`src/bnn_pkg.sv`:
```
package bnn_pkg;

    // fixed by the register map.
    parameter int FEAT_CNT  = 19;
    parameter int FEAT_BITS = 4;

    // defaults for the top level.
    parameter int DEF_HIDDEN_CNT = 40;
    parameter int DEF_CLASS_CNT  = 3;

    // one unsigned input feature.
    typedef logic [FEAT_BITS-1:0] feature_t;

    // feature f sits in bits 4f and up.
    typedef logic [FEAT_CNT*FEAT_BITS-1:0] feat_vec_t;

    // one add or subtract mask, one bit per feature.
    typedef logic [FEAT_CNT-1:0] feat_mask_t;

    // hidden neuron sum, range is +/-285.
    typedef logic signed [9:0] acc_t;

    typedef logic [5:0] neuron_idx_t; // up to 64 neurons.
    typedef logic [1:0] class_idx_t;  // up to 4 classes.

    // popcount of matching hidden bits.
    typedef logic [6:0] score_t;

endpackage
```
`src/class_scorer.sv`:
```
`timescale 1ns/100ps

module class_scorer #(
    parameter int HIDDEN_CNT = bnn_pkg::DEF_HIDDEN_CNT,
    parameter int CLASS_CNT  = bnn_pkg::DEF_CLASS_CNT
) (
    input  logic                            clk,
    input  logic                            reset,
    input  logic                            score_en,
    input  logic [HIDDEN_CNT-1:0]           hidden,
    input  logic [CLASS_CNT*HIDDEN_CNT-1:0] class_weights,
    output bnn_pkg::class_idx_t             prediction
);
    import bnn_pkg::*;

    score_t     score [CLASS_CNT];
    score_t     best;
    class_idx_t best_idx;

    // xnor-popcount, one score per class.
    always_comb begin
        for (int c = 0; c < CLASS_CNT; c++) begin
            score[c] = '0;
            for (int h = 0; h < HIDDEN_CNT; h++)
                score[c] = score[c] + score_t'(hidden[h] ~^ class_weights[c*HIDDEN_CNT + h]);
        end
    end

    // strict compare keeps the lowest index on a tie.
    always_comb begin
        best     = score[0];
        best_idx = '0;
        for (int c = 1; c < CLASS_CNT; c++) begin
            if (score[c] > best) begin
                best     = score[c];
                best_idx = class_idx_t'(c);
            end
        end
    end

    always_ff @(posedge clk) begin
        if (reset)
            prediction <= '0;
        else if (score_en)
            prediction <= best_idx;
    end

endmodule

```
`config.mk`:
```
export PLATFORM = sky130hd
export DESIGN_NAME = class_scorer
export DESIGN_NICKNAME = d
export VERILOG_FILES = /design/src/bnn_pkg.sv /design/src/class_scorer.sv
export SDC_FILE = /design/constraint.sdc
export NUM_CORES = 1
export LEC_CHECK = 0
export ABC_AREA = 1
export BUFFER_PORTS_ARGS = -buffer_cell sky130_fd_sc_hd__buf_2
export CORE_ASPECT_RATIO = 0.75
export CORE_MARGIN = 1.5
export CORE_UTILIZATION = 30
export CTS_CLUSTER_DIAMETER = 120
export DETAILED_ROUTE_END_ITERATION = 8
export PLACE_DENSITY = 0.54
export SYNTH_ARGS = -nofsm -noshare
export SYNTH_HDL_FRONTEND = slang
export SYNTH_SLANG_ARGS = --single-unit
```
`constraint.sdc`:
```
create_clock -name clk -period 7.6 [get_ports clk]
set_input_delay 0.38 -clock clk [delete_from_list [all_inputs] [get_ports clk]]
set_output_delay 0.38 -clock clk [all_outputs]
set_load 0.03 [all_outputs]
```
==> metrics.md <==
| Metric | Value |
|---|---|
| Cell Count, Final, Fillers Out | 823 |
| Design area | 5658 um2 |
| Placed Area | 5515 um2 |
| Nets | 932 |
| Synthesized net count | 763 |
| Unique masters post-synth | 22 |
| HP Start | reset |
| Setup Skew | 0 ns |
| Final Hold Viols | 0 |
| Total track usage | 15.11% |
| Endpoints failing setup | 0 |
| Final routed DRC violation total | 0 |
| Number of global-route vias before repair | 3959 |
| EDFF count, synth | 0 |
| Buffer depth of the longest clock path | 2 |
| Initial cell density of the core | 30.72% |
| IO buf count | 164 |
| Largest area contributor in the netlist | fa_1 |
| Slowest stage delay, CP | 0.58 ns |
| I/O Pins | 165 |
| Row cnt | 38 |
| Max reg flops | 2 |
| Final worst slack | 0.3978 ns |
| Inst Count DP | 819 |
| CP max FO | 6 |
| CP Class | in -> reg |
| Drt first-iter violations | 84 |
| Max-cap violations | 0 |
| Total die area | 15600 um2 |
| Data arrival time at the worst-slack endpoint | 7.31 ns |
| CTS Sinks | 2 |
| Largest registers | prediction x2 |
| Vias per cell | 4.225 |
| Setup TNS | 0 ns |
| P&R area growth vs syn | 26.99% |
| Synth top area share | 41.79% |
| Largest cells by area after synthesis | fa_1 (42%), xnor2_1 (16%), ha_1 (14%) |
| CP max stage cell | fa_1 |
| Vias | 3477 |
| CTS tree | built |
| CP endpoint kind | register |
| Slew margin rel. | 70.70% |
| Worst Setup Start Kind | input pin |
| Post-route clock period utilization | 94.77% |
| CTS Buf Count | 3 |
| N_diodes | 0 |
| Syn. warnings | 0 |
| Hold Path Sink | prediction[0] |
| Largest reg by FF count | prediction |
| Skew-Pair Late Insertion Delay | 0.22 ns |
| Setup bufs post-CTS | 0 |
| DRT Pass-1 Iters | 4 |
| Status | finished, final reports clean |
| Cells after synthesis | 456 |
| Unrepaired setup endpoints after global routing | no |
| Worst-path clk slew | 0.03 ns |
| Routed Antenna Nets | 0 |
| Core ar. | 14500 um2 |
| Post-Syn Area | 4456 um2 |
| First-pass GRT wire length | 18.33 mm |
| Tightest Pin Transition | 0.4364 ns |
| Final Slew Violations | 0 |
| Syn_area_per_cell | 9.771 um2 |
| Root buffer cell | clkbuf_16 |
| H-tree depth | 1 |
| Worst Hold Path Cells | 2 |
| Placement Setup Slack | -0.1526 ns |
| Chip width | 143.7 um |
| Post-synthesis sequential area ratio | 0.8986% |
| R2R setup slack | 6.94 ns |
| Most numerous cell in the Yosys netlist | fa_1 |
| GRT overflow | 0 |
| Initial antenna violation count | 0 |
| Post-DP HPWL | 10.61 mm |
| Largest net degree at the start of global routing | 12 |
| Chip Height | 108.5 um |
| GPL Wtd Cong | 0.8652 |
| Fmax | 138.8 MHz |
| Number of synthesized register bits | 2 |
| Critical Path Most Common Cell | fa_1 |
| Drt total wl | 11.13 mm |
| Synth cell count leaders | fa_1 (93), inv_1 (90), xnor2_1 (80), ha_1 (51), xor2_1 (50) |
| Worst min path class | in -> reg |
| Critical Path RT | 7.71 ns |
| R2R depth | 4 |
| Post-synth top flop | dfxtp_1 |
| R2R Path Start | prediction[0] |
| FFs w/ async S/R, synth | 0% |
| WL/cell | 13.52 um |
| Reg-to-Reg End | prediction[0] |
| Fin crit period | 7.202 ns |
| Layout cell share with drive strength beyond 1 | 30.18% |
==> per-layer routing <==
metal | GRT usage, % | routed length, um | vias up
met4 | 2.114 | 97 | 0
li1 | - | - | 1708
met2 | 24.97 | 4870 | 112
met5 | 0 | 0 | -
met3 | 0.7529 | 520 | 10
met1 | 22.37 | 5639 | 1647
==> per-stage QoR <==
stage               hold slack (ns)  utilization, %
finish                       0.3377           39.02
global route                 0.3489           39.02
CTS                          0.3462           38.55
detailed placement           0.4667           38.03
global placement             0.4571           38.03
floorplan                    0.4491               -
==> worst max-delay path: cells and delay by family <==
kind	cells	cell delay (ns)
AOI/OAI and AO/OA	2	0.20
xor gates and xnor gates	1	0.15
adders and majority gates	11	4.83
buffers and inverters	5	0.37
and+or+nand+nor	16	1.39
==> repair_timing <==
action / in CTS / in global routing
gates resized for setup: 0 / 12
setup endpoints to repair: 0 / 2
hold buffers: 0 / 0
==> placed cells by master, fill, tap and decap left out, drive strengths merged, types with 7 or more instances in the layout <==
| cell type | netlist | routed |
|---|---|---|
| buf | 1 | 164 |
| fa | 93 | 93 |
| inv | 90 | 90 |
| xnor2 | 80 | 80 |
| ha | 51 | 51 |
| xor2 | 50 | 50 |
| nand2 | 41 | 42 |
| nand3 | 16 | 16 |
| a21oi | 13 | 13 |
| nor2 | 7 | 7 |
| o21ai | 7 | 7 |
==> worst max-delay path by stage <==
stage	to	startpoint	slack, ns	cells past startpoint
floorplan	prediction[0]	class_weights[67]	0.57	35
global placement	prediction[0]	hidden[27]	-0.12	35
detailed placement	prediction[0]	hidden[27]	-0.15	35
CTS	prediction[0]	hidden[27]	0.05	35
global route	prediction[0]	hidden[17]	0.002	34
finish	prediction[0]	hidden[21]	0.40	35
==> layout make-up <==
type / instances / area [um2]
flip-flops and latches: 2 / 40.04
multi-input cells: 364 / 4134
clock buffers: 3 / 75.07
fillers: 1489 / 8843
repair buffers: 164 / 820.8
inverters: 90 / 337.8
well taps: 200 / 250.2
==> kinds of logic (layout without fill, tap and decap cells) <==
kind of cell | Yosys count | after routing | synth area share [%]
AOI/OAI and AO/OA | 22 | 22 | 2.977
xor gates and xnor gates | 130 | 130 | 25.55
adders and majority gates | 144 | 144 | 56.11
buffers and inverters | 91 | 257 | 7.835
DFF | 2 | 2 | 0.8987
and+or+nand+nor | 67 | 68 | 6.628
Power is not shown: default switching activity piles up to over one toggle a cycle in this logic, so the estimate is an artifact.
