**src/bnn_pkg.sv**
```systemverilog
package bnn_pkg;

    // fixed by the register map.
    parameter int FEAT_CNT  = 19;
    parameter int FEAT_BITS = 4;

    // defaults for the top level.
    parameter int DEF_HIDDEN_CNT = 40;
    parameter int DEF_CLASS_CNT  = 3;

    // one unsigned input feature.
    typedef logic [FEAT_BITS-1:0] feature_t;

    // feature f sits in bits 4f and up.
    typedef logic [FEAT_CNT*FEAT_BITS-1:0] feat_vec_t;

    // one add or subtract mask, one bit per feature.
    typedef logic [FEAT_CNT-1:0] feat_mask_t;

    // hidden neuron sum, range is +/-285.
    typedef logic signed [9:0] acc_t;

    typedef logic [5:0] neuron_idx_t; // up to 64 neurons.
    typedef logic [1:0] class_idx_t;  // up to 4 classes.

    // popcount of matching hidden bits.
    typedef logic [6:0] score_t;

endpackage
```
**src/neuron_counter.sv**
```systemverilog
`timescale 1ns/100ps

module neuron_counter #(
    parameter int HIDDEN_CNT = bnn_pkg::DEF_HIDDEN_CNT
) (
    input  logic                 clk,
    input  logic                 reset,
    input  logic                 count_clear,
    input  logic                 count_en,
    output bnn_pkg::neuron_idx_t neuron_idx,
    output logic                 last_neuron
);
    import bnn_pkg::*;

    assign last_neuron = (neuron_idx == neuron_idx_t'(HIDDEN_CNT - 1));

    always_ff @(posedge clk) begin
        if (reset)
            neuron_idx <= '0;
        else if (count_clear)
            neuron_idx <= '0;
        else if (count_en)
            neuron_idx <= last_neuron ? '0 : neuron_idx + 1'b1; // wrap after the last.
    end

endmodule

```
**config.mk**
```make
export PLATFORM = sky130hd
export DESIGN_NAME = neuron_counter
export DESIGN_NICKNAME = d
export VERILOG_FILES = /design/src/bnn_pkg.sv /design/src/neuron_counter.sv
export SDC_FILE = /design/constraint.sdc
export NUM_CORES = 1
export LEC_CHECK = 0
export BUFFER_PORTS_ARGS = -buffer_cell sky130_fd_sc_hd__buf_2
export CAP_MARGIN = 20
export CORE_MARGIN = 8
export CORE_UTILIZATION = 25
export DETAILED_ROUTE_END_ITERATION = 16
export PLACE_DENSITY_LB_ADDON = 0.05
export SLEW_MARGIN = 20
export SYNTH_ARGS = -nofsm -noshare
export SYNTH_HDL_FRONTEND = slang
export SYNTH_SLANG_ARGS = --single-unit
```
**constraint.sdc**
```tcl
create_clock -name clk -period 1.65 [get_ports clk]
set_clock_uncertainty 0.1 [all_clocks]
set_input_delay 0.2475 -clock clk [delete_from_list [all_inputs] [get_ports clk]]
set_output_delay 0.2475 -clock clk [all_outputs]
set_load 0.02 [all_outputs]
```
==> results of run 1 <==
## power by group
part	switching, uW	internal (uW)	leakage, uW	total [uW]
Sequential	2.21	148	0.0000494	150
Clock	49.4	82.0	0.0000138	131
Combinational	11.7	7.65	0.000115	19.4
## logic make-up after synthesis
group | count (synthesis)
AND/OR/NAND/NOR | 15
flip-flops | 6
XOR/XNOR | 3
AO/OA/AOI/OAI | 2
multiplexers | 2
adder cells (fa/ha/maj) | 1
## placed cells by master, fill, tap and decap left out
cell / count
xor2_1: 3
a21oi_1: 1
mux2i_1: 2
buf_2: 9
dfxtp_1: 4
nand2_2: 1
nand3_1: 1
nor4b_4: 1
nor3_1: 2
nand4_2: 1
nand4_1: 1
clkbuf_4: 3
nand3b_1: 2
nor2_1: 1
o21ai_1: 1
nor3_2: 1
nor4b_2: 1
buf_4: 2
nor4_2: 2
dfxtp_2: 2
ha_2: 1
nand2_1: 1
## worst max-delay path, stage by stage (launching register included)
cell     delay [ns]
dfxtp_1        0.40
nand2_2        0.11
nor4b_4        0.28
buf_4          0.18
## how the worst max path moves through the flow
stage,start,end,slack (ns),cells after the start
5_1_grt,neuron_idx[5],last_neuron,0.01,3
2_1_floorplan,neuron_idx[0],last_neuron,0.24,2
6_report,neuron_idx[5],last_neuron,0.09,3
3_5_place_dp,neuron_idx[0],last_neuron,0.29,3
3_3_place_gp,neuron_idx[0],last_neuron,0.30,3
4_1_cts,neuron_idx[0],last_neuron,0.01,3
## through the flow
step | cell area [sq um] | util, %
3_3_place_gp | 401.6 | 32.07
3_5_place_dp | 401.6 | 32.07
6_report | 431.7 | 34.47
5_1_grt | 431.7 | 34.47
2_1_floorplan | 325.3 | -
4_1_cts | 424.2 | 33.87
## per-layer routing
layer / part of all wire [%] / wire length (microns) / vias up
met3: 7.2 / 53 / 0
met2: 47 / 351 / 6
met1: 45 / 336 / 134
met5: 0 / 0 / -
met4: 0 / 0 / 0
li1: - / - / 141
## final cells by class
cell class / count / share of cell area, %
Multi-Input combinational cell: 23 / 48.12
Sequential cell: 6 / 28.41
Timing Repair Buffer: 11 / 13.91
Clock buffer: 3 / 5.217
Tap cell: 15 / 4.348
==> impl_results.md, run 1 <==
- Status: complete, no violations
- Post-synthesis mux area share: 6.154%
- Syn nets: 34
- Root Buffer: clkbuf_4
- RSZ-0062 raised after global routing: false
- FF-to-FF End: neuron_idx[5]
- Mapped cell area: 325.3 sq um
- PD cells: 696.2 mW/mm^2
- DIE AREA: 0.002711 sq mm
- Adder-cell share of the synthesized area: 3.846%
- Hold crit path type: in -> reg
- Max FFs per register: 6
- First-pass iteration count of the detailed router: 3
- Post-CTS Repair Setup Buffers: 0
- Worst R2R Path Depth: 4
- Die Ht: 52.07 microns
- Setup_tns: 0 ns
- Max Buffers Root-to-Sink: 2
- LEAKAGE: 0.0001783 uW
- Top cell type's share of synthesized area: 36.92%
- Hold WS: 0.1454 ns
- Routed WL per cell: 12.78 microns
- VDD IR max: 0.3689 mV
- Initial Util: 25.97%
- CTS buffer count: 3
- Core area: 0.001252 sq mm
- Multi-input gate area: 207.7 sq um
- IO Pins: 11
- First-pass GRT wire length: 1269 microns
- Row Count: 13
- Synth top cells by count: dfxtp_1, xor2_1
- Storage cell area: 122.6 sq um
- Pin count of the biggest net entering global routing: 8
- Total Power: 300.5 uW
- Post_cts resized: 0
- Top flop regs: neuron_idx x6
- Required @ worst endpoint: 1.30 ns
- CP startpoint kind: flop
- Fillers: 136
- Initial DRC count: 5
- Top Usage Layer GRT: met2
- Simple-gate share of the synthesized area: 41.92%
- Die X-Extent: 52.07 microns
- Hold Path Sink: neuron_idx[1]
- Gr ovfl total: 0
- Final #Nets: 50
- RePlAce Congestion: 0.7247
- Top-count cell post-synth: dfxtp_1
- Met3 usage: 3.134%
- Routed Antenna Nets: 0
- Initial antenna violation count: 0
- DRC: 0
- Final HPWL from detailed placement: 615.6 microns
- Maximum clock rate: 0.6428 GHz
- Least-Margin Pin Slew: 0.3417 ns
- Cell count after synthesis: 29
- Placed instance count: 55
- Final Hold Viols: 0
- Top cells by area, synth: dfxtp_1, xor2_1, nor4_2
- H-Tree Level Count: 1
- Place WS: 0.2926 ns
- Crit path DAT: 1.21 ns
- Port buffer count: 10
- Top_reg_cell synth: dfxtp_1
- Type of the worst setup path: reg -> out
- CP max FO: 5
- Worst Hold Path Cells: 2
- All-Layer GR Usage: 6.311%
- Tcrit/Tclk final: 94.29%
- CTS sink cnt: 6
- CTS tree: built
- Cts hold-fix bufs: 0
- Reg2reg start: neuron_idx[0]
- Share of post-route cells with drive strength above 1: 55.81%
- Routed wire length: 741 microns
- Final setup violation count: 0
- Post-synth EDFFs: 0
- Layout overhead on the synthesized area: 32.69%
- Worst Setup End Kind: output port
- Synthesis warning total: 0
- Slew margin rel.: 77.03%
- Reg clk slew, reported paths: 0.05 ns
- Grt met2 use: 9.400%
- Max Slew Vio Count: 0
- Setup slack, reg-to-reg: 0.39 ns
- XOR/XNOR Fraction of Synth Area: 8.077%
- DR vias/cell: 4.845
- Via count of the first global-routing pass: 300
- Compound-Gate Fraction of Synth Area: 3.077%
- GR met1 Demand/Resource: 6.958%
- Number of synthesized register bits: 6
- Ys async rst share: 0%
- Setup ws final: 0.09428 ns
- Hold_sp: reset
- Synth cell types: 18
- Largest family of logic cells by synthesized area: simple AND/OR/NAND/NOR gates
- Largest Register: neuron_idx
- Vias post-DR: 281
- Max-capacitance violation count: 0
- Leading area contributor after synthesis: dfxtp_1
- Sequential share of the synthesized area: 36.92%
- Crit path time final: 1.556 ns
- Mapped Avg Cell Area: 11.22 sq um
- Worst-skew pair later-pin latency: 0.24 ns
- Ant diodes: 0
- Cell Count, Final, Fillers Out: 58
No activity file was read; power rests on OpenSTA's default activity.
==> inputs of run 2 (changes only) <==
--- a/config.mk
+++ b/config.mk
@@ -7,6 +7,8 @@
 export LEC_CHECK = 0
 export BUFFER_PORTS_ARGS = -buffer_cell sky130_fd_sc_hd__buf_2
 export CAP_MARGIN = 20
+export CELL_PAD_IN_SITES_DETAIL_PLACEMENT = 0
+export CELL_PAD_IN_SITES_GLOBAL_PLACEMENT = 1
 export CORE_MARGIN = 8
 export CORE_UTILIZATION = 25
 export DETAILED_ROUTE_END_ITERATION = 16
==> run 2 against run 1 <==
Clock-buffer cell count is the same. Via count shrank 3.2%. Setup slack gained 0.0072 ns. Global-route usage grew 0.35 points. Hold slack lost 0.0013 ns.
==> impl_results.md, run 2 (synthesis results as in run 1) <==
- Die Ht: 52.07 microns
- Routed wire length: 784 microns
- Multi-input gate area: 207.7 sq um
- CP startpoint kind: flop
- All-Layer GR Usage: 6.659%
- Share of post-route cells with drive strength above 1: 55.81%
- DIE AREA: 0.002711 sq mm
- Max Buffers Root-to-Sink: 2
- Pin count of the biggest net entering global routing: 8
- Final setup violation count: 0
- CTS tree: built
- Core area: 0.001252 sq mm
- Required @ worst endpoint: 1.30 ns
- IO Pins: 11
- Crit path time final: 1.548 ns
- Initial Util: 25.97%
- Most frequent cells in the layout: buf_2, dfxtp_1, xor2_1, clkbuf_4
- Top flop regs: neuron_idx x6
- VDD IR max: 0.3199 mV
- Placed cell areas: 401.6 sq um
- Place WS: 0.2825 ns
- Cell Count, Final, Fillers Out: 58
- DR vias/cell: 4.690
- Root Buffer: clkbuf_4
- CTS sink cnt: 6
- Final instance area: 431.7 sq um
- Hold crit path type: in -> reg
- H-Tree Level Count: 1
- Post-CTS Repair Setup Buffers: 0
- First-pass iteration count of the detailed router: 4
- Most common cell after layout, fill and taps aside: buf_2
- Max Slew Vio Count: 0
- LEAKAGE: 0.0001783 uW
- Largest Register: neuron_idx
- Final HPWL from detailed placement: 617.4 microns
- Initial DRC count: 4
- Via count of the first global-routing pass: 299
- Vias post-DR: 272
- Row Count: 13
- Port buffer count: 10
- Placed instance count: 55
- Die X-Extent: 52.07 microns
- Status: complete, no violations
- Layout overhead on the synthesized area: 32.69%
- Final Hold Viols: 0
- CTS buffer count: 3
- Gr ovfl total: 0
- Type of the worst setup path: reg -> out
- Tcrit/Tclk final: 93.85%
- Storage cell area: 122.6 sq um
- Hold WS: 0.1440 ns
- Final #Nets: 50
- Ant diodes: 0
- Worst-skew pair later-pin latency: 0.25 ns
- Max-capacitance violation count: 0
- RSZ-0062 raised after global routing: false
- Initial antenna violation count: 0
- Max FFs per register: 6
- Setup_tns: 0 ns
- DRC: 0
- Fillers: 136
- CP max FO: 5
- Least-Margin Pin Slew: 0.3740 ns
- First-pass GRT wire length: 1297 microns
- RePlAce Congestion: 0.7297
- Worst Setup End Kind: output port
- Crit path DAT: 1.20 ns
- Slew margin rel.: 74.86%
- Routed Antenna Nets: 0
- Reg clk slew, reported paths: 0.05 ns
- Maximum clock rate: 0.6458 GHz
- Routed WL per cell: 13.52 microns
- PD cells: 718.2 mW/mm^2
- Setup ws final: 0.1015 ns
## run 2: stage by stage
stage | util, % | total power (uW)
4_1_cts | 34.07 | 314.2
5_1_grt | 34.47 | 327.6
3_3_place_gp | 32.07 | 170.6
2_1_floorplan | - | 159.3
3_5_place_dp | 32.07 | 171.5
6_report | 34.47 | 310.0
## run 2: critical path, cell delays in order, from the launching register on
cell     delay (ns)
dfxtp_1        0.39
nand2_2        0.10
nor4b_4        0.27
buf_4          0.18
## run 2: layer usage
metal  part of all wire (%)  vias up  routed length (microns)  global-route usage [%]
met3                    7.9        2                       62                   3.704
met5                      0        -                        0                       0
met4                    1.0        0                        8                   5.310
met2                     47        8                      372                   8.600
li1                       -      139                        -                       -
met1                     43      123                      341                   7.780
## run 2: worst paths after layout
check / startpoint / slack [ns] / cells after the start / end
max: neuron_idx[5] / 0.10 / 3 / last_neuron
min: reset / 0.14 / 2 / neuron_idx[1]
max reg2reg: neuron_idx[0] / 0.37 / 4 / neuron_idx[5]
min reg2reg: neuron_idx[0] / 0.41 / 2 / neuron_idx[0]
## run 2: report_power, final
| part | internal (uW) | switching, uW |
|---|---|---|
| Clock | 82.7 | 58.5 |
| Sequential | 147 | 2.19 |
| Combinational | 7.62 | 11.8 |
| Total | 238 | 72.5 |
## run 2: repair_timing
action / in CTS / in global routing
resized for setup: 1 / 3
hold buffers: 0 / 0
endpoints found under the setup margin: 1 / 1
## run 2: layout make-up
type	instances	area share, %
sequential	6	28.41
tap	15	4.348
multi-input combinational	23	48.12
clock buffer	3	5.217
timing repair buffer	11	13.91
