===== src/bnn_pkg.sv =====
package bnn_pkg;

    // fixed by the register map.
    parameter int FEAT_CNT  = 19;
    parameter int FEAT_BITS = 4;

    // defaults for the top level.
    parameter int DEF_HIDDEN_CNT = 40;
    parameter int DEF_CLASS_CNT  = 3;

    // one unsigned input feature.
    typedef logic [FEAT_BITS-1:0] feature_t;

    // feature f sits in bits 4f and up.
    typedef logic [FEAT_CNT*FEAT_BITS-1:0] feat_vec_t;

    // one add or subtract mask, one bit per feature.
    typedef logic [FEAT_CNT-1:0] feat_mask_t;

    // hidden neuron sum, range is +/-285.
    typedef logic signed [9:0] acc_t;

    typedef logic [5:0] neuron_idx_t; // up to 64 neurons.
    typedef logic [1:0] class_idx_t;  // up to 4 classes.

    // popcount of matching hidden bits.
    typedef logic [6:0] score_t;

endpackage

===== src/hidden_neuron_unit.sv =====
`timescale 1ns/100ps

module hidden_neuron_unit #(
    parameter int HIDDEN_CNT = bnn_pkg::DEF_HIDDEN_CNT
) (
    input  logic                  clk,
    input  logic                  reset,
    input  logic                  hidden_en,
    input  bnn_pkg::neuron_idx_t  neuron_idx,
    input  bnn_pkg::feat_vec_t    features,
    input  bnn_pkg::feat_mask_t   add_mask,
    input  bnn_pkg::feat_mask_t   sub_mask,
    input  logic                  polarity,
    output logic [HIDDEN_CNT-1:0] hidden
);
    import bnn_pkg::*;

    acc_t     sum;
    feature_t feat;
    logic     hid_bit;

    // ternary weights, both mask bits set cancel out.
    always_comb begin
        sum  = '0;
        feat = '0;
        for (int f = 0; f < FEAT_CNT; f++) begin
            feat = features[f*FEAT_BITS +: FEAT_BITS];
            if (add_mask[f])
                sum = sum + acc_t'({1'b0, feat});
            if (sub_mask[f])
                sum = sum - acc_t'({1'b0, feat});
        end
    end

    // sign threshold, polarity picks which side fires.
    assign hid_bit = polarity ? (sum >= 0) : (sum < 0);

    always_ff @(posedge clk) begin
        if (reset)
            hidden <= '0;
        else if (hidden_en)
            hidden[neuron_idx] <= hid_bit;
    end

endmodule


===== config.mk =====
export PLATFORM = sky130hd
export DESIGN_NAME = hidden_neuron_unit
export DESIGN_NICKNAME = d
export VERILOG_FILES = /design/src/bnn_pkg.sv /design/src/hidden_neuron_unit.sv
export SDC_FILE = /design/constraint.sdc
export NUM_CORES = 1
export LEC_CHECK = 0
export BUFFER_PORTS_ARGS = -buffer_cell sky130_fd_sc_hd__buf_2
export CAP_MARGIN = 5
export CORE_MARGIN = 2
export CORE_UTILIZATION = 50
export DETAILED_ROUTE_END_ITERATION = 6
export PLACE_DENSITY = 0.81
export SLEW_MARGIN = 20
export SYNTH_ARGS = -nofsm -noshare
export SYNTH_HDL_FRONTEND = slang
export SYNTH_SLANG_ARGS = --single-unit

===== constraint.sdc =====
create_clock -name clk -period 27.8 [get_ports clk]
set_input_delay 0 -clock clk [delete_from_list [all_inputs] [get_ports clk]]
set_output_delay 0 -clock clk [all_outputs]
set_load 0.005 [all_outputs]

==> out/metrics.yaml, run 1 <==
endpoint_kind: "register"
synth.net_count: 2081
drt-initial-drc-count: 659
clockBufferDepth: 2
grt_antenna_before_repair: 3
synth_seq_area_share_pct: 5.83
dp_hpwl_um: 28300
routed_wl_um: 38300
async_reset_ff_share_pct: 0
finalHoldViolations: 0
initial_utilization_pct: 51.0
placed_cell_area_sq_mm: 0.0159
period_needed_ns: 27.35
cap_violations: 0
num_rows: 60
fin_hold_ws_ns: 0.327
yosysUniqueCellTypes: 96
routed-via-count: 13900
die_w_um: 170
tightestPinTransition_ns: 0.952
clock-root-buffer: "clkbuf_16"
worstSetupPathType: "in -> reg"
clock_latency_ns: 0.28
gp_congestion: 0.876
status: "completed"
ant_nets: 0
rsz0062_at_grt: "true"
cts_num_sinks: 40
max-slew-margin-rel_pct: 34.9
final_common_cell: "buf_4"
postLayoutCellArea_sq_mm: 0.0179
dieArea_sq_mm: 0.0288
fin_crit_sh_pct: 98.4
synth_area_per_cell_sq_um: 7.74
slowest_stage: "fa_2"
largest_reg_flops: 40
synthCells: 1775
core_region_area_sq_mm: 0.0270
cp_max_fo: 7
min_path_type: "in -> reg"
avgViaCountPerCell: 5.71
netlist_area_sq_mm: 0.0137
drive_gt1_share_pct: 30.9
fin_tns_setup_ns: 0
grt_max_degree: 41
grt_pass1_vias: 13100
syn_to_final_growth_pct: 30.1
holdPathStages: 5
synth-seq-cells: 40
cts_tree: "done"
top_regs: "hidden (40)"
path_clk_slew_ns: 0.06
maxSlewViolCount: 0
synth_top_flop_cell: "dfxtp_1"
startpoint_type: "input port"
top_register: "hidden"
first_pass_iters: 5
yosys_warnings: 0
synth_edf_count: 0
mostFrequentLayoutCells: "buf_4 (184), nor2_1 (180), buf_2 (162), nand2_1 (133)"
fin_skew_ns: 0
cp_common_cell: "fa_1"
portBuffers: 163
grtUsageTotal_pct: 23.4
ioPinCount: 164
nets: 2398
crit_path_max_incr_delay_ns: 0.60
cts_buffers: 5
cp.required_ns: 27.92
drc: 0
wire_per_inst_um: 15.7
die_h_um: 170
fmax_mhz: 36.6
finalSetupViolations: 0
cp.arrival_ns: 27.47
htreeDepth: 2
n_fill_cell: 2111
grt_pass1_wl_um: 57700
grt-ovfl-total: 0
r2r_cells: 2
Yosys cell counts, types with 5 or more instances:
cell type / count / area [sq um]
a22oi_1: 6 / 45.0
nand3b_1: 17 / 128
mux2_2: 33 / 372
xnor2_2: 10 / 163
or2_2: 16 / 100
dfxtp_1: 40 / 801
a31o_2: 5 / 43.8
xnor2_4: 13 / 358
a21oi_1: 72 / 360
o22ai_1: 10 / 62.6
ha_1: 147 / 1840
xnor3_2: 5 / 119
buf_1: 5 / 18.8
nor4_1: 9 / 56.3
clkbuf_1: 31 / 116
a211oi_1: 50 / 375
a41oi_1: 5 / 43.8
nand3_1: 37 / 185
a2111oi_0: 6 / 52.6
xnor3_1: 10 / 225
xor2_2: 14 / 228
nand2b_1: 41 / 257
nor2b_1: 79 / 494
nand2_1: 136 / 510
fa_1: 35 / 701
xor2_1: 55 / 482
mux2i_1: 63 / 631
o211a_1: 5 / 50.1
nor3b_1: 7 / 52.6
nor3_1: 35 / 175
a21o_1: 33 / 248
and2_1: 19 / 119
buf_4: 6 / 45.0
o21ai_0: 117 / 586
o21a_1: 27 / 203
a31oi_1: 7 / 43.8
o211ai_1: 11 / 82.6
nor2_1: 180 / 676
xnor2_1: 120 / 1050
or3_1: 15 / 93.8
o21ai_1: 9 / 45.0
buf_2: 5 / 25.0
and3_1: 20 / 125
inv_1: 117 / 439
path summary, 6_finish.rpt:
| check | from | endpoint | slack [ns] |
|---|---|---|---|
| worst min register to register | hidden[31] | hidden[31] | 0.50 |
| worst min-delay path | neuron_idx[2] | hidden[14] | 0.33 |
| worst max register to register | hidden[26] | hidden[26] | 27.04 |
| worst max-delay path | add_mask[0] | hidden[4] | 0.45 |
cells by family after synthesis:
logic type,count (synthesis),synth area share [%]
fa+ha+maj,182,18.5
compound gates,421,20.4
flops,40,5.83
mux,101,7.80
simple gates,635,23.1
xor+xnor,230,19.7
buf+inv,166,4.74
through the flow:
stage | std cells | worst slack, ns | utilization, %
final | 2438 | 0.454 | 66.3
after global routing | 2437 | -0.763 | 66.3
after CTS | 2391 | 0.00522 | 61.7
after detailed placement | 2357 | -1.38 | 59.1
after global placement | 2357 | -0.500 | 59.1
after floorplan | 1775 | 0.0128 | -
metal layers:
metal / wire (um) / GRT usage [%] / up-vias
met3: 1310 / 1.54 / 90
met1: 16300 / 29.3 / 6628
li1: - / - / 6909
met4: 1550 / 7.84 / 0
met5: 0 / 0 / -
met2: 19100 / 42.7 / 299
timing repair:
| item | in CTS | in global routing |
|---|---|---|
| hold buffers | 0 | 0 |
| gates cloned | 2 | 3 |
| pin swaps | 22 | 96 |
| setup endpoints to repair | 40 | 40 |
| setup buffers | 24 | 45 |
| gates resized for setup | 61 | 163 |
final cells by class:
type,count,area (sq um),area share (%)
flip-flops and latches,40,801,4.48
clock inverters,3,42.5,0.238
diodes,4,10.0,0.0560
repair buffers,357,2400,13.4
multi-input cells,1569,13600,76.2
inverters,119,447,2.50
clock buffers,5,125,0.700
well taps,341,427,2.39
worst max-delay path, delay by kind of cell:
kind | cells | cell delay, ns
adder cells (fa/ha/maj) | 37 | 16.16
multiplexers | 26 | 5.55
AND/OR/NAND/NOR | 18 | 2.15
AO/OA/AOI/OAI | 13 | 1.65
buffers and inverters | 11 | 1.18
XOR/XNOR | 5 | 0.74
Power of run 1 is not shown: default switching activity piles up to over one toggle a cycle in this logic, so the estimate is an artifact.
==> inputs of run 2 (changes only) <==
- PLACE_DENSITY: 0.81 -> unset
- PLACE_DENSITY_LB_ADDON: unset -> 0.25
- clock period: 27.8 -> 24.6 ns (I/O delays scaled with it)
==> run 2 against run 1 <==
  * The run now ends with negative setup slack left
  * First-iteration DRC count up 18%
  * Routed wire length decreased by 1.7%
  * Non-clock buffer count grew 100
  * Global-route usage is 1.3 points higher
  * Via count is 0.70% higher
  * Register-to-register slack worse by 3.2 ns
  * Design area increased by 3.9%
  * Critical path type unchanged
==> out/metrics.yaml, run 2 (synthesized netlist as in run 1, its figures left out) <==
grt_pass1_wl_um: 61100
status: "finished with violations"
drive_gt1_share_pct: 33.8
maxSlewViolCount: 0
multiInputGateArea_sq_mm: 0.0136
cp_max_fo: 10
top_regs: "hidden (40)"
portBuffers: 163
fmax_mhz: 36.9
postLayoutCellArea_sq_mm: 0.0186
final_common_cell: "buf_4"
hold_buffers: 0
clock_latency_ns: 0.28
fin_tns_setup_ns: -98.91
worstSetupPathType: "in -> reg"
crit_path_max_incr_delay_ns: 0.52
cap_violations: 0
grt_pass1_vias: 13500
cp_common_cell: "fa_1"
drc: 0
wire_per_inst_um: 14.9
crit_buf_inv: 9
fin_skew_ns: 0
cpLargestDelayFamily: "adder cells"
dieArea_sq_mm: 0.0288
slowest_stage: "fa_1"
cts_tree: "done"
nets: 2498
num_rows: 60
placed_cell_area_sq_mm: 0.0169
grt_antenna_before_repair: 0
die_h_um: 170
grt-ovfl-total: 0
cts_buffers: 5
mostFrequentLayoutCells: "buf_4 (284), nor2_1 (180), buf_2 (162), nand2_1 (133)"
htreeDepth: 2
fin_crit_sh_pct: 110
dp_hpwl_um: 29000
cp.arrival_ns: 27.22
grtUsageTotal_pct: 24.8
rsz0062_at_grt: "true"
routed_wl_um: 37700
initial_utilization_pct: 51.0
min_path_type: "in -> reg"
finalHoldViolations: 0
endpoint_kind: "register"
die_w_um: 170
grt_max_degree: 41
period_needed_ns: 27.09
syn_to_final_growth_pct: 35.2
finalSetupViolations: 40
tightestPinTransition_ns: 0.983
gp_congestion: 0.878
n_fill_cell: 2193
drt-initial-drc-count: 780
regArea_sq_um: 801
clock-root-buffer: "clkbuf_16"
startpoint_type: "input port"
largest_reg_flops: 40
core_region_area_sq_mm: 0.0270
clockBufferDepth: 2
max-slew-margin-rel_pct: 33.6
routed-via-count: 14000
num_antenna_cells: 0
ioPinCount: 164
path_clk_slew_ns: 0.06
top_register: "hidden"
avgViaCountPerCell: 5.54
first_pass_iters: 5
cts_num_sinks: 40
ant_nets: 0
setup_ws_ns: -2.49
cp.required_ns: 24.72
violations: "negative setup slack"
run 2: cell types whose count changed in the layout (fill, tap and decap cells not counted), sizes merged:
cell	change
buf	+100
diode	-4
bufinv	-1
run 2: tightest hold or removal path, cell delays in order:
cell	delay, ns
buf_2	0.12
nor2_1	0.05
nand2_1	0.15
nor2_1	0.09
nor2_1	0.09
a211oi_1	0.05
run 2: final timing paths:
check / from / endpoint / slack (ns) / cells past startpoint
worst max register to register: hidden[25] / hidden[25] / 23.81 / 2
worst max-delay path: add_mask[0] / hidden[13] / -2.49 / 105
worst min register to register: hidden[20] / hidden[20] / 0.50 / 2
worst min-delay path: neuron_idx[1] / hidden[32] / 0.33 / 6
run 2: layout make-up:
cell class / instances / area share, %
Tap cell: 341 / 2.30
Sequential cell: 40 / 4.31
Inverter: 119 / 2.42
Clock inverter: 2 / 0.0673
Timing Repair Buffer: 457 / 17.1
Clock buffer: 5 / 0.673
Multi-Input combinational cell: 1569 / 73.2
run 2: layer usage:
metal	GRT usage, %	routed length [um]	share of wire (%)	vias to the layer above
li1	-	-	-	7102
met1	31.6	16700	44	6614
met2	45.6	18800	50	264
met3	2.05	1440	3.8	43
met4	4.91	723	1.9	0
met5	0	0	0	-
run 2: stage by stage:
stage          setup WS [ns]  cells  hold slack, ns  util, %
3_5_place_dp           -3.83   2447           0.424     62.7
6_report               -2.49   2533           0.325     68.9
3_3_place_gp           -3.01   2447           0.422     62.7
4_1_cts                -2.21   2496           0.311     66.5
2_1_floorplan          -2.39   1775           0.294        -
5_1_grt                -3.61   2533           0.375     68.9
run 2: what timing repair did:
item                                    4_1_cts  5_1_grt
resized for setup                            93       62
gates cloned                                  3        3
pin swaps                                    56       59
endpoints found under the setup margin       40       40
setup buffers                                39       35
Power of run 2 is left out for the same reason.
