**config.mk**
```make
export PLATFORM = sky130hd
export DESIGN_NAME = bnn_sequencer
export DESIGN_NICKNAME = d
export VERILOG_FILES = /design/src/bnn_sequencer.sv
export SDC_FILE = /design/constraint.sdc
export NUM_CORES = 1
export LEC_CHECK = 0
export BUFFER_PORTS_ARGS = -buffer_cell sky130_fd_sc_hd__buf_2
export CORE_AREA = 4 4 41 43
export DETAILED_ROUTE_END_ITERATION = 16
export DIE_AREA = 0 0 45 47
export PLACE_DENSITY = 0.41
export SLEW_MARGIN = 20
export SYNTH_ARGS = -nofsm -noshare
export SYNTH_HDL_FRONTEND = slang
export SYNTH_SLANG_ARGS = --single-unit
```
**constraint.sdc**
```tcl
create_clock -name clk -period 3.9 [get_ports clk]
set_input_delay 0.195 -clock clk [delete_from_list [all_inputs] [get_ports clk]]
set_output_delay 0.195 -clock clk [all_outputs]
set_load 0.01 [all_outputs]
```
**src/bnn_sequencer.sv**
```systemverilog
`timescale 1ns/100ps

module bnn_sequencer (
    input  logic clk,
    input  logic reset,
    input  logic start,
    input  logic last_neuron,
    output logic busy,
    output logic done,
    output logic count_clear,
    output logic count_en,
    output logic hidden_en,
    output logic score_en
);
    typedef enum logic [1:0] {
        ST_IDLE,
        ST_HIDDEN,
        ST_SCORE,
        ST_FINISH
    } state_t;

    state_t state, state_nxt;

    always_ff @(posedge clk) begin
        if (reset)
            state <= ST_IDLE;
        else
            state <= state_nxt;
    end

    always_comb begin
        state_nxt = state;
        case (state)
            ST_IDLE, ST_FINISH: if (start) state_nxt = ST_HIDDEN;
            ST_HIDDEN:          if (last_neuron) state_nxt = ST_SCORE;
            ST_SCORE:           state_nxt = ST_FINISH; // prediction lands here.
            default:            state_nxt = ST_IDLE;
        endcase
    end

    assign busy        = (state == ST_HIDDEN) || (state == ST_SCORE);
    assign done        = (state == ST_FINISH); // held until the next start.
    assign count_clear = start & ~busy;
    assign hidden_en   = (state == ST_HIDDEN); // one neuron per clock.
    assign count_en    = hidden_en;
    assign score_en    = (state == ST_SCORE);

endmodule

```
==> PnR_summary.wiki, run 1 <==
{| class="wikitable"
! Metric !! Value
|-
| Overall die width || 45 µm
|-
| Die Span Y || 47 µm
|-
| Buffer cell driving the clock tree root || clkbuf_4
|-
| Final core utilization || 19.7%
|-
| Number of buffers between clock root and the deepest sink || 2
|-
| I/O pin count || 10
|-
| Compound-gate portion of the synthesized area || 10.6%
|-
| Rel. slew slack || 90.6%
|-
| Synth Area in XOR/XNOR || 0%
|-
| Sink count of the clock tree || 2
|-
| Area share of and/or/nand/nor cells after synthesis || 17.6%
|-
| Maximum vdd ir drop || 276 µV
|-
| FF-to-FF path depth || 4
|-
| Initial DRC count || 0
|-
| Synth cell types || 11
|-
| RR Endpoint || state[0]$_SDFFE_PP0P_
|-
| Clock edge transition at the registers on the reported setup and hold paths || 0.03 ns
|-
| DRC violations left || 0
|-
| Kind of critical path || register to primary output
|-
| Synth Cell Area || 178 µm²
|-
| Unrepaired setup endpoints after global routing || false
|-
| CTS tree || done
|-
| Crit Reg-Reg Startpoint || state[0]$_SDFFE_PP0P_
|-
| Number of post-CTS setup repair buffers || 0
|-
| Clock latency on the worst-skew pair || 0.22 ns
|-
| Proportion of layout cells with a drive suffix above 1 || 48.4%
|-
| Crit-path max FO || 4
|-
| Via count of the routed design || 149
|-
| Core Box Area || 0.00130 mm²
|-
| Post-layout min period || 1.46 ns
|-
| # rows || 13
|-
| Total negative slack for setup checks || 0 ns
|-
| Post-route worst hold slack || 0.166 ns
|-
| Worst setup EP type || primary output
|-
| Effective utilization at floorplan || 13.7%
|-
| Period utilization || 37.3%
|-
| Max-slew violations || 0
|-
| Critical path origin || state[0]$_SDFFE_PP0P_
|-
| Static leakage || 0.145 nW
|-
| Die Outline Area || 0.00212 mm²
|-
| Largest register FFs || 2
|-
| Type of the tightest min-delay check || input pin to register
|-
| Placed cell count || 43
|-
| Wire length of the first global-routing pass || 579 µm
|-
| Synth-to-layout area growth || 44.4%
|-
| Max-cap check violation count || 0
|-
| Number of setup violations in the final report || 0
|-
| Mux contribution to synthesized area || 8.45%
|-
| Overall routing resource usage || 4.65%
|-
| Register with the most flip-flops || state
|-
| Post-DR wirelength/cell || 7.78 µm
|-
| Antenna violations before repair || 0
|-
| Number of clock buffers inserted by TritonCTS || 3
|-
| Crit path required time || 3.70 ns
|-
| Post-Route WL || 358 µm
|-
| Vias per std cell || 3.24
|-
| Max Freq || 0.687 GHz
|-
| Synthesized area divided by synthesized cell count || 8.88 µm²
|-
| Reg2reg setup slack || 2.56 ns
|-
| Pin count of the biggest net entering global routing || 5
|-
| Sequential cell area fraction in the yosys report || 22.5%
|-
| Arithmetic-cell share of the synthesized area counting full adders, half adders and majority gates || 28.2%
|-
| Main combinational cell family by area after synthesis || adder cells
|-
| Hold Fails Final Rpt || 0
|-
| Port-buffer cells || 9
|-
| Run status || finished, final reports clean
|-
| Sum of overflow across all layers after global routing || 0
|-
| Endpoint arrival time on the critical path || 1.26 ns
|-
| Via count of the first global-routing pass || 135
|-
| Number of search-and-repair iterations in the first detailed-routing pass || 1
|-
| Detail Placement HPWL || 295 µm
|-
| Gpl congestion || 0.673
|-
| Count of placed standard cells in the final layout, fillers left out || 46
|-
| Post-cts repair resize count || 0
|-
| Filler instances || 158
|-
| Number of register bits inferred by synthesis || 2
|-
| Worst Max-Slew Pin Slew || 0.139 ns
|-
| Number of nets in the synthesized netlist || 28
|-
| Power density over the cells || 820 mW/mm²
|-
| Antenna diode count || 0
|-
| Worst clock skew on the final layout || 0.00211 ns
|-
| Critical Path Source Type || register
|-
| Capturing instance or port of the critical path || count_clear
|-
| Number of warnings issued by yosys || 0
|-
| Cells after synthesis || 20
|-
| Hold depth || 2
|-
| H-tree depth reported by CTS || 1
|-
| Total of hold buffers inserted after clock tree synthesis || 0
|-
| Top flop regs || state (2)
|-
| Net total in the final layout || 41
|-
| Antenna-violating nets left || 0
|}
==> cells by family after synthesis <==
| family | Yosys count |
|---|---|
| AOI/OAI and AO/OA | 3 |
| adders and majority gates | 4 |
| buffers and inverters | 5 |
| DFF | 2 |
| muxes | 1 |
| and+or+nand+nor | 5 |
==> layout by cell type, fill, tap and decap left out, drive strengths merged <==
cell type	instances
nor2b	1
ha	4
clkbuf	3
dfxtp	2
inv	4
a21oi	2
or2	1
buf	9
o21ai	1
mux2	1
nor2	3
==> layer usage <==
metal / part of all wire, % / track usage [%]
met2: 30 / 3.11
met5: 0 / 0
met4: 0 / 5.26
met3: 18 / 4.60
met1: 52 / 6.11
==> through the flow <==
stage / power, W / instance area [µm²] / setup slack [ns]
2_1_floorplan: 0.000134 / 178 / 2.60
3_3_place_gp: 0.000168 / 234 / 2.55
3_5_place_dp: 0.000167 / 234 / 2.55
4_1_cts: 0.000216 / 256 / 2.42
5_1_grt: 0.000233 / 256 / 2.33
6_report: 0.000210 / 256 / 2.44
==> cell usage after synthesis <==
cell type  n  area share [%]
a21oi_1    1             2.8
a21oi_2    1             4.9
buf_4      1             4.2
dfxtp_1    2              23
ha_1       4              28
inv_1      4             8.4
mux2_4     1             8.4
nor2_1     3             6.3
nor2b_4    1             7.7
o21ai_0    1             2.8
or2_0      1             3.5
==> critical path: stages, from the launching register on <==
cell,delay [ns]
dfxtp_1,0.37
inv_1,0.08
ha_1,0.32
inv_1,0.06
nor2_1,0.09
buf_2,0.13
==> layout make-up <==
| class | instances | area, µm² | area share [%] |
|---|---|---|---|
| Clock buffer | 3 | 22.5 | 8.78 |
| Inverter | 4 | 15.0 | 5.85 |
| Multi-Input combinational cell | 13 | 115 | 44.9 |
| Sequential cell | 2 | 40.0 | 15.6 |
| Tap cell | 15 | 18.8 | 7.32 |
| Timing Repair Buffer | 9 | 45.0 | 17.6 |
==> power by group <==
group          switching (W)  internal, W
Sequential         0.0000104    0.0000306
Clock              0.0000112    0.0000339
Combinational      0.0000630    0.0000611
Total              0.0000847     0.000126
==> how the worst min path moves through the flow <==
stage / startpoint / to / slack, ns
floorplan: reset / state[1]$_SDFFE_PP0P_ / 0.26
global placement: reset / state[1]$_SDFFE_PP0P_ / 0.40
detailed placement: reset / state[1]$_SDFFE_PP0P_ / 0.40
CTS: reset / state[1]$_SDFFE_PP0P_ / 0.16
global route: reset / state[1]$_SDFFE_PP0P_ / 0.17
finish: reset / state[1]$_SDFFE_PP0P_ / 0.17
Power figures use the tool's default switching activity.
==> inputs of run 2 (changes only) <==
clock period = 1.4 ns   (was 3.9 ns; I/O delays follow)
==> run 2 against run 1 <==
Against the previous run: power rose to 3.1 times the previous value; routed wire length increased by 13%; register-to-register slack got worse by 2.4 ns; count of clock-buffer cells in the layout is the same; cell area increased by 8.8%; critical endpoint is now state[0]$_SDFFE_PP0P_; highest routed layer unchanged.
==> PnR_summary.wiki, run 2 (synthesis results as in run 1) <==
{| class="wikitable"
! Metric !! Value
|-
| Run status || finished, final reports clean
|-
| Die Span Y || 47 µm
|-
| Most Crowded Layer GR || met1
|-
| Number of buffers between clock root and the deepest sink || 2
|-
| Critical Path Source Type || register
|-
| Power density over the cells || 2340 mW/mm²
|-
| Antenna violations before repair || 0
|-
| Clock edge transition at the registers on the reported setup and hold paths || 0.03 ns
|-
| Global Route met2 Usage || 4.52%
|-
| Net total in the final layout || 42
|-
| Post-Route WL || 406 µm
|-
| Commonest non-fill, non-tap cell in the layout || buf_2
|-
| Worst setup EP type || register
|-
| Via count of the routed design || 164
|-
| Unrepaired setup endpoints after global routing || false
|-
| # rows || 13
|-
| DRC violations left || 0
|-
| Critical path cell sequence || inv_1, ha_1, nor2b_4, a21oi_2, mux2_4
|-
| Maximum cell stage delay along the critical path || 0.35 ns
|-
| Die Outline Area || 0.00212 mm²
|-
| Largest register FFs || 2
|-
| Max-slew violations || 0
|-
| Endpoint arrival time on the critical path || 1.39 ns
|-
| Most frequent cells in the layout || buf_2, inv_1, nor2_1, ha_1, clkbuf_4
|-
| Gpl congestion || 0.617
|-
| Kind of critical path || register to register
|-
| Port-buffer cells || 9
|-
| Synth-to-layout area growth || 57.0%
|-
| Number of search-and-repair iterations in the first detailed-routing pass || 4
|-
| Max Freq || 0.777 GHz
|-
| Cell family with most CP delay || flip-flops
|-
| Antenna-violating nets left || 0
|-
| Period utilization || 91.9%
|-
| Total negative slack for setup checks || 0 ns
|-
| Detail Placement HPWL || 305 µm
|-
| Crit-path max FO || 3
|-
| Pin count of the biggest net entering global routing || 5
|-
| Final core utilization || 21.4%
|-
| Maximum vdd ir drop || 728 µV
|-
| Overall die width || 45 µm
|-
| H-tree depth reported by CTS || 1
|-
| Via count of the first global-routing pass || 149
|-
| Total of hold buffers inserted after clock tree synthesis || 0
|-
| Met1 track demand over resource || 5.66%
|-
| Static leakage || 0.151 nW
|-
| Vias per std cell || 3.49
|-
| Critical-path top delay cell || dfxtp_2
|-
| Core Box Area || 0.00130 mm²
|-
| Worst clock skew on the final layout || 0.00207 ns
|-
| Type of the tightest min-delay check || input pin to register
|-
| Register with the most flip-flops || state
|-
| Max-cap check violation count || 0
|-
| Global Route met3 Usage || 3.45%
|-
| Crit path required time || 1.50 ns
|-
| Proportion of layout cells with a drive suffix above 1 || 59.4%
|-
| Top flop regs || state (2)
|-
| Effective utilization at floorplan || 13.7%
|-
| Post-layout min period || 1.29 ns
|-
| CTS tree || done
|-
| Number of setup violations in the final report || 0
|-
| Initial DRC count || 2
|-
| Hold Fails Final Rpt || 0
|-
| Post-DR wirelength/cell || 8.64 µm
|-
| Buffer cell driving the clock tree root || clkbuf_4
|-
| Buffers and inverters on the worst path || 1
|-
| Worst Max-Slew Pin Slew || 0.133 ns
|-
| Sum of overflow across all layers after global routing || 0
|-
| Antenna diode count || 0
|-
| Rel. slew slack || 91.1%
|-
| I/O pin count || 10
|-
| Sink count of the clock tree || 2
|-
| Clock latency on the worst-skew pair || 0.22 ns
|-
| Overall routing resource usage || 4.65%
|-
| Wire length of the first global-routing pass || 607 µm
|-
| Number of clock buffers inserted by TritonCTS || 3
|}
run 2: path summary, 6_finish.rpt:
check | startpoint | end | slack, ns | cells after the start
worst min register to register | state[1]$_SDFFE_PP0P_ | state[1]$_SDFFE_PP0P_ | 0.63 | 3
worst max register to register | state[1]$_SDFFE_PP0P_ | state[0]$_SDFFE_PP0P_ | 0.11 | 5
worst max-delay path | state[1]$_SDFFE_PP0P_ | state[0]$_SDFFE_PP0P_ | 0.11 | 5
worst min-delay path | reset | state[1]$_SDFFE_PP0P_ | 0.04 | 2
run 2: what timing repair did:
| action | in CTS | in global routing |
|---|---|---|
| setup buffers | 0 | 0 |
| hold endpoints to repair | 0 | 0 |
| endpoints found under the setup margin | 0 | 2 |
| resized for setup | 0 | 3 |
run 2: area by class of cell:
class | instances | area (µm²)
Inverter | 4 | 15.0
Timing Repair Buffer | 10 | 52.6
Tap cell | 15 | 18.8
Sequential cell | 2 | 42.5
Fill cell | 160 | 1020
Multi-Input combinational cell | 13 | 128
Clock buffer | 3 | 22.5
run 2: worst reg2reg max path, cell delays in order (launching register included):
cell	delay (ns)
dfxtp_2	0.35
inv_1	0.06
ha_1	0.20
nor2b_4	0.14
a21oi_2	0.11
mux2_4	0.30
run 2: routing by layer:
layer	up-vias	routed length (µm)
li1	84	-
met1	66	196
met2	14	131
met3	0	77
met4	0	0
met5	-	0
run 2: report_power, final:
| part | switching (W) | internal, W |
|---|---|---|
| clock | 0.0000319 | 0.0000945 |
| sequential | 0.0000316 | 0.0000916 |
| combinational | 0.000194 | 0.000210 |
| total | 0.000258 | 0.000396 |
run 2: metrics by stage:
stage	power, W	area [µm²]	setup slack [ns]	instances	hold WS [ns]
floorplan	0.000374	178	0.105	20	0.139
global placement	0.000486	241	0.0495	44	0.270
detailed placement	0.000483	241	0.0429	44	0.270
CTS	0.000623	264	0.0356	47	0.0318
global route	0.000723	279	0.0612	47	0.0370
finish	0.000654	279	0.113	47	0.0370
